--- config.mk ---
export PLATFORM = sky130hd
export DESIGN_NAME = memory_controller
export DESIGN_NICKNAME = d
export VERILOG_FILES = /design/src/mem_ctrl_pkg.sv /design/src/memory_controller.sv /design/src/bus_steer.sv /design/src/mem_arbiter.sv
export SDC_FILE = /design/constraint.sdc
export NUM_CORES = 1
export LEC_CHECK = 0
export BUFFER_PORTS_ARGS = -buffer_cell sky130_fd_sc_hd__buf_2
export CAP_MARGIN = 10
export CORE_AREA = 3 3 120 122
export CTS_BUF_LIST = sky130_fd_sc_hd__clkbuf_2 sky130_fd_sc_hd__clkbuf_4 sky130_fd_sc_hd__clkbuf_8
export CTS_CLUSTER_SIZE = 10
export DETAILED_ROUTE_END_ITERATION = 6
export DIE_AREA = 0 0 123 125
export PLACE_DENSITY_LB_ADDON = 0.08
export SLEW_MARGIN = 10
export SYNTH_ARGS = -nofsm -noshare
export SYNTH_HDL_FRONTEND = slang
export SYNTH_SLANG_ARGS = --single-unit
--- constraint.sdc ---
create_clock -name CLK -period 4.2 [get_ports CLK]
set_input_delay 0.63 -clock CLK [delete_from_list [all_inputs] [get_ports CLK]]
set_output_delay 0.63 -clock CLK [all_outputs]
set_load 0.1 [all_outputs]
--- src/mem_ctrl_pkg.sv ---
// memory controller package with shared bus structs, arbiter states and phase-owner encoding
package mem_ctrl_pkg;

    // one request on a core port or on the memory bus
    // field order follows the generic bus
    typedef struct packed {
        // read enable, level held until busy low
        logic        ren;
        // write enable, same rules as ren
        logic        wen;
        // byte address, word aligned for this design
        logic [31:0] addr;
        // store data, only meaningful with wen
        logic [31:0] wdata;
        // one bit per byte lane
        logic [3:0]  byte_en;
    } bus_req_t;

    // response seen by a port
    typedef struct packed {
        // load data, valid on the edge busy is low
        logic [31:0] rdata;
        // high while the access is still pending
        logic        busy;
    } bus_rsp_t;

    // arbiter FSM states
    // *_req states carry an address phase on the bus
    // a two-name state overlaps one port's data phase with the other's address phase
    // *_wait states are a data phase with nothing new on the bus
    typedef enum logic [2:0] {
        idle,
        instr_req,
        instr_data_req,
        instr_wait,
        data_req,
        data_instr_req,
        data_wait
    } arb_state_t;

    // owner of the address phase in the current cycle
    // src_none means no address phase at all
    typedef enum logic [1:0] {
        src_none  = 2'd0,
        src_instr = 2'd1,
        src_data  = 2'd2
    } req_src_t;

endpackage
--- src/memory_controller.sv ---
// memory controller top joining the fetch and data ports onto one pipelined memory bus
module memory_controller
    import mem_ctrl_pkg::*;
#(
    // byte-reverse store data, load data and enables
    parameter bit BUS_LITTLE_ENDIAN = 1'b1
) (
    input  logic     CLK,
    input  logic     rst_n,
    // instruction fetch port
    input  bus_req_t i_req,
    output bus_rsp_t i_rsp,
    // data port
    input  bus_req_t d_req,
    output bus_rsp_t d_rsp,
    // external memory bus
    output bus_req_t mem_req,
    input  bus_rsp_t mem_rsp
);

    // address phase owner from the FSM
    req_src_t    src;

    // per-port completion
    logic        i_busy;
    logic        d_busy;

    // load data after the lane swap, shared by both ports
    logic [31:0] rdata;

    mem_arbiter arbiter_i (
        .CLK      (CLK),
        .rst_n    (rst_n),
        .i_req    (i_req),
        .d_req    (d_req),
        .mem_busy (mem_rsp.busy),
        .src      (src),
        .i_busy   (i_busy),
        .d_busy   (d_busy)
    );

    bus_steer #(
        .BUS_LITTLE_ENDIAN (BUS_LITTLE_ENDIAN)
    ) steer_i (
        .src     (src),
        .i_req   (i_req),
        .d_req   (d_req),
        .mem_req (mem_req),
        .mem_rsp (mem_rsp),
        .rdata   (rdata)
    );

    // a port only samples rdata when its own busy is low
    assign i_rsp = '{rdata: rdata, busy: i_busy};
    assign d_rsp = '{rdata: rdata, busy: d_busy};

endmodule

--- src/bus_steer.sv ---
// request mux and byte-lane swap between the core ports and the memory bus
module bus_steer
    import mem_ctrl_pkg::*;
#(
    parameter bit BUS_LITTLE_ENDIAN = 1'b1
) (
    input  req_src_t    src,
    input  bus_req_t    i_req,
    input  bus_req_t    d_req,
    output bus_req_t    mem_req,
    input  bus_rsp_t    mem_rsp,
    output logic [31:0] rdata
);

    // request owning the address phase
    bus_req_t    sel_req;

    // store side after the lane swap
    logic [31:0] mem_wdata;
    logic [3:0]  mem_byte_en;

    // reverse the four bytes of a word
    function automatic logic [31:0] swap_bytes(input logic [31:0] word);
        return {word[7:0], word[15:8], word[23:16], word[31:24]};
    endfunction

    // reverse byte enables to follow the swapped lanes
    function automatic logic [3:0] swap_lanes(input logic [3:0] lanes);
        return {lanes[0], lanes[1], lanes[2], lanes[3]};
    endfunction

    // pick the address phase owner
    always_comb begin
        case (src)
            src_instr: sel_req = i_req;
            src_data:  sel_req = d_req;
            default:   sel_req = '0;
        endcase
    end

    // lane order between core and memory
    generate
        if (BUS_LITTLE_ENDIAN) begin : g_little
            assign mem_wdata   = swap_bytes(d_req.wdata);
            assign mem_byte_en = swap_lanes(d_req.byte_en);
            assign rdata       = swap_bytes(mem_rsp.rdata);
        end else begin : g_big
            assign mem_wdata   = d_req.wdata;
            assign mem_byte_en = d_req.byte_en;
            assign rdata       = mem_rsp.rdata;
        end
    endgenerate

    // build the memory request
    always_comb begin
        // idle phase leaves ren, wen and addr at zero
        mem_req.ren  = sel_req.ren;
        mem_req.wen  = sel_req.wen;
        mem_req.addr = sel_req.addr;
        // only the data port stores
        // it holds wdata and byte_en through both phases of its write
        // so the data phase stays correct while a fetch address overlaps it
        mem_req.wdata   = mem_wdata;
        mem_req.byte_en = mem_byte_en;
    end

endmodule

--- src/mem_arbiter.sv ---
// instruction/data arbiter FSM with overlapped address and data phases and data priority
module mem_arbiter
    import mem_ctrl_pkg::*;
(
    input  logic     CLK,
    input  logic     rst_n,
    input  bus_req_t i_req,
    input  bus_req_t d_req,
    input  logic     mem_busy,
    output req_src_t src,
    output logic     i_busy,
    output logic     d_busy
);

    arb_state_t state;
    arb_state_t state_nxt;

    // request levels from each port
    logic i_active;
    logic d_active;

    // instruction port only ever reads
    assign i_active = i_req.ren;
    assign d_active = d_req.ren | d_req.wen;

    // state register
    always_ff @(posedge CLK or negedge rst_n) begin
        if (!rst_n) begin
            state <= idle;
        end else begin
            state <= state_nxt;
        end
    end

    // next state
    always_comb begin
        state_nxt = state;
        case (state)
            idle: begin
                // data wins a tie
                if (d_active) begin
                    state_nxt = data_req;
                end else if (i_active) begin
                    state_nxt = instr_req;
                end
            end

            instr_req: begin
                // ren gone means a flush, the fetch is dropped
                if (!i_active) begin
                    state_nxt = idle;
                end else if (d_active) begin
                    state_nxt = instr_data_req;
                end else begin
                    state_nxt = instr_wait;
                end
            end

            instr_data_req: begin
                // fetch data phase ends, data address taken on the same edge
                if (!mem_busy) begin
                    state_nxt = data_wait;
                end
            end

            instr_wait: begin
                if (!mem_busy) begin
                    if (d_active) begin
                        state_nxt = data_req;
                    end else begin
                        state_nxt = idle;
                    end
                end else if (d_active) begin
                    // push the data address into the fetch data phase
                    state_nxt = instr_data_req;
                end
            end

            data_req: begin
                if (i_active) begin
                    state_nxt = data_instr_req;
                end else begin
                    state_nxt = data_wait;
                end
            end

            data_instr_req: begin
                // the data phase must finish before a flush can drop the fetch
                if (!mem_busy) begin
                    if (i_active) begin
                        state_nxt = instr_wait;
                    end else begin
                        state_nxt = idle;
                    end
                end
            end

            data_wait: begin
                if (!mem_busy) begin
                    if (i_active) begin
                        state_nxt = instr_req;
                    end else begin
                        state_nxt = idle;
                    end
                end else if (i_active) begin
                    state_nxt = data_instr_req;
                end
            end

            default: begin
                state_nxt = idle;
            end
        endcase
    end

    // outputs per state
    always_comb begin
        src    = src_none;
        i_busy = 1'b1;
        d_busy = 1'b1;
        case (state)
            instr_req: begin
                // a dropped ren issues nothing
                src = i_active ? src_instr : src_none;
            end

            instr_data_req: begin
                // data address phase, fetch data phase
                src    = src_data;
                i_busy = mem_busy;
            end

            instr_wait: begin
                i_busy = mem_busy;
            end

            data_req: begin
                src = src_data;
            end

            data_instr_req: begin
                // fetch address phase, data data phase
                src    = i_active ? src_instr : src_none;
                d_busy = mem_busy;
            end

            data_wait: begin
                d_busy = mem_busy;
            end

            default: begin
                src = src_none;
            end
        endcase
    end

endmodule

==> results.sh <==
export IMPL_insertion_delay_ps=210
export IMPL_totalNegativeSetupSlack_ps=0
export IMPL_synth_seq_cells=3
export IMPL_max_freq_mhz=304.9
export IMPL_via_per_inst=3.402
export IMPL_netlist_instances=217
export IMPL_power_leakage_nw=0.7291
export IMPL_post_cts_buffers=0
export IMPL_async_reset_ff_share_pct=100.0
export IMPL_clk_root_buffer_cell="clkbuf_8"
export IMPL_wirelength_mm=5.759
export IMPL_yosys_warnings=0
export IMPL_grt_ovfl_total=0
export IMPL_min_period_over_period_pct=78.09
export IMPL_worst_setup_path_start_kind="flop"
export IMPL_finalHoldViolCount=0
export IMPL_placed_cell_area_um2=1434
export IMPL_num_rows=42
export IMPL_crit_buf_inv=3
export IMPL_critPathKind="flop to output pin"
export IMPL_synth_compound_area_share_pct=22.17
export IMPL_chipHeight_um=125
export IMPL_syn_cell_area_um2=1490
export IMPL_gp_congestion=0.6136
export IMPL_drive_gt1_share_pct=53.95
export IMPL_top_register="arbiter_i.state"
export IMPL_clock_path_buffers=2
export IMPL_vdd_ir_drop_max_mv=0.1397
export IMPL_slew_violations=0
export IMPL_cp_slowest_cell="dfrtp_1"
export IMPL_finalInstanceArea_um2=1483
export IMPL_cp_slowest_stage_delay_ps=460
export IMPL_pre_cts_ws_ps=1061
export IMPL_grt_pass1_wl_mm=7.935
export IMPL_synth_seq_area_share_pct=5.038
export IMPL_postSynthAreaPerCell_um2=6.867
export IMPL_yosysUniqueCellTypes=25
export IMPL_final_setup_viol_count=0
export IMPL_io_pins=311
export IMPL_die_area_um2=15380
export IMPL_syn_nets=394
export IMPL_wire_per_inst_um=14.73
export IMPL_core_um2=13300
export IMPL_startpoint="arbiter_i.state[2]"
export IMPL_nets=393
export IMPL_max_slew_margin_rel_pct=60.04
export IMPL_sequentialPowerShare_pct=5.1
export IMPL_comb_power_share_pct=89.3
export IMPL_clock_skew_final_ps=0.3718
export IMPL_synthAdderAreaFrac_pct=2.435
export IMPL_synth_top_family_by_area="buffers and inverters"
export IMPL_period_minus_slack_ps=3280
export IMPL_synth_enable_flop_cells=0
export IMPL_cp_data_arrival_time_ps=2650
export IMPL_holdWs_ps=208.0
export IMPL_grt_use_total_pct=6.636
export IMPL_yosysMostFrequentCell="buf_4"
export IMPL_path_cells="nand2b_1, a21o_1, inv_1, ha_1, buf_4, a22oi_1, nor2_1, buf_2"
export IMPL_worstReg2RegStart="arbiter_i.state[0]"
export IMPL_crit_family="buffers and inverters"
export IMPL_io_buffer_count=106
export IMPL_area_growth_pct=-0.5039
export IMPL_antenna_found_initial=0
export IMPL_htreeDepth=1
export IMPL_die_w_um=123
export IMPL_numCtsBuffers=3
export IMPL_vias=1330
export IMPL_synthXorXnorAreaFrac_pct=0.5877
export IMPL_post_dp_hpwl_mm=4.715
export IMPL_drc=0
export IMPL_cts_clk_slew_worst_paths_ps=30
export IMPL_worstMarginPinSlew_ps=599.4
export IMPL_synth_top_area_cell="buf_4"
export IMPL_hold_buffers=0
export IMPL_largest_reg_flops=3
export IMPL_synthFlopType="dfrtp_1"
export IMPL_clock_sinks=3
export IMPL_num_antenna_cells=0
export IMPL_drt_initial_drc_count=73
export IMPL_start_util_pct=11.21
export IMPL_synth_mux_area_share_pct=0
export IMPL_dr_pass1_iters=4
export IMPL_cp_max_fo=27
export IMPL_r2r_setup_slack_ps=2910
export IMPL_power_density_nw_per_um2=1069
export IMPL_synth_simple_gate_area_share_pct=12.34
export IMPL_nFillCells=1565
export IMPL_power_mw=1.585
export IMPL_ant_nets=0
export IMPL_grt_pass1_vias=1264
export IMPL_worstPathRequired_ps=3570
export IMPL_grt_max_degree=28
export IMPL_hp_class="input port to async pin"
export IMPL_end_kind="output pin"
export IMPL_status="finished, final reports clean"
export IMPL_maxCapViolCount=0
export IMPL_p_int_mw=0.3889
export IMPL_p_sw_share_pct=75.46
export IMPL_clkPwrFrac_pct=5.6
export IMPL_reg_largest_list="arbiter_i.state x3"
export IMPL_switching_power_mw=1.196
export IMPL_post_cts_resize_count=0
export IMPL_cts_tree="done"
export IMPL_timing_final_ws_setup_ps=920.4
export IMPL_yosys_top_cells_area="buf_4 (52%), a22oi_1 (17%), nor2_1 (9.3%)"
export IMPL_synthTopCellsByCount="buf_4 (103), nor2_1 (37), a22oi_1 (34)"
export IMPL_synth_top_area_share_pct=51.89
export IMPL_r2r_cells=3
export IMPL_reg2reg_to="arbiter_i.state[2]"
export IMPL_rsz0062_at_grt="false"
==> cell type report <==
cell class	instances	area (um2)	share of cell area [%]
clock buffer	4	48.80	3.291
tap	176	220.2	14.85
timing repair buffer	110	560.5	37.81
multi-input combinational	93	559.3	37.72
sequential	3	75.07	5.063
inverter	5	18.77	1.266
==> placed cells by master (no fill, tap or decap), types with 2 or more instances in the layout <==
master | synthesis | routed
buf_2 | 6 | 106
inv_1 | 4 | 4
ha_1 | 2 | 2
buf_4 | 103 | 4
nand2b_1 | 5 | 5
nor2_1 | 37 | 37
a21oi_1 | 2 | 2
clkbuf_8 | 0 | 3
dfrtp_1 | 3 | 3
a22oi_1 | 34 | 34
==> worst max path at each step <==
stage          slack (ps)          end  cells past startpoint
6_report              920  mem_req[61]                      8
5_1_grt               690  mem_req[45]                      8
4_1_cts               850  mem_req[61]                      8
3_5_place_dp         1060  mem_req[61]                      9
3_3_place_gp         1050  mem_req[61]                      9
2_1_floorplan         830  mem_req[36]                      9
==> power groups by stage <==
stage	registers, mW	clock network [mW]	logic [mW]
floorplan	0.0538	0	1.66
global placement	0.0844	0	1.46
detailed placement	0.0808	0	1.45
CTS	0.0795	0.0919	1.45
global route	0.0848	0.0953	1.51
finish	0.0806	0.0890	1.42
==> logic make-up after synthesis <==
kind of cell | count (synthesis)
fa+ha+maj | 3
compound gates | 44
simple gates | 45
flops | 3
buf+inv | 121
xor+xnor | 1
==> layer usage <==
metal | track usage (%) | routed length [um] | vias up
met2 | 13.41 | 3232 | 95
met3 | 2.258 | 652 | 30
met1 | 5.797 | 1701 | 587
met4 | 2.541 | 172 | 0
met5 | 0 | 0 | -
li1 | - | - | 618
==> per-stage QoR <==
step           utilization (%)  cells
4_1_cts                  11.15    391
3_3_place_gp             10.78    387
5_1_grt                  11.15    391
2_1_floorplan                -    217
3_5_place_dp             10.78    387
6_report                 11.15    391
Note: power is estimated with default switching activity, not from simulation.
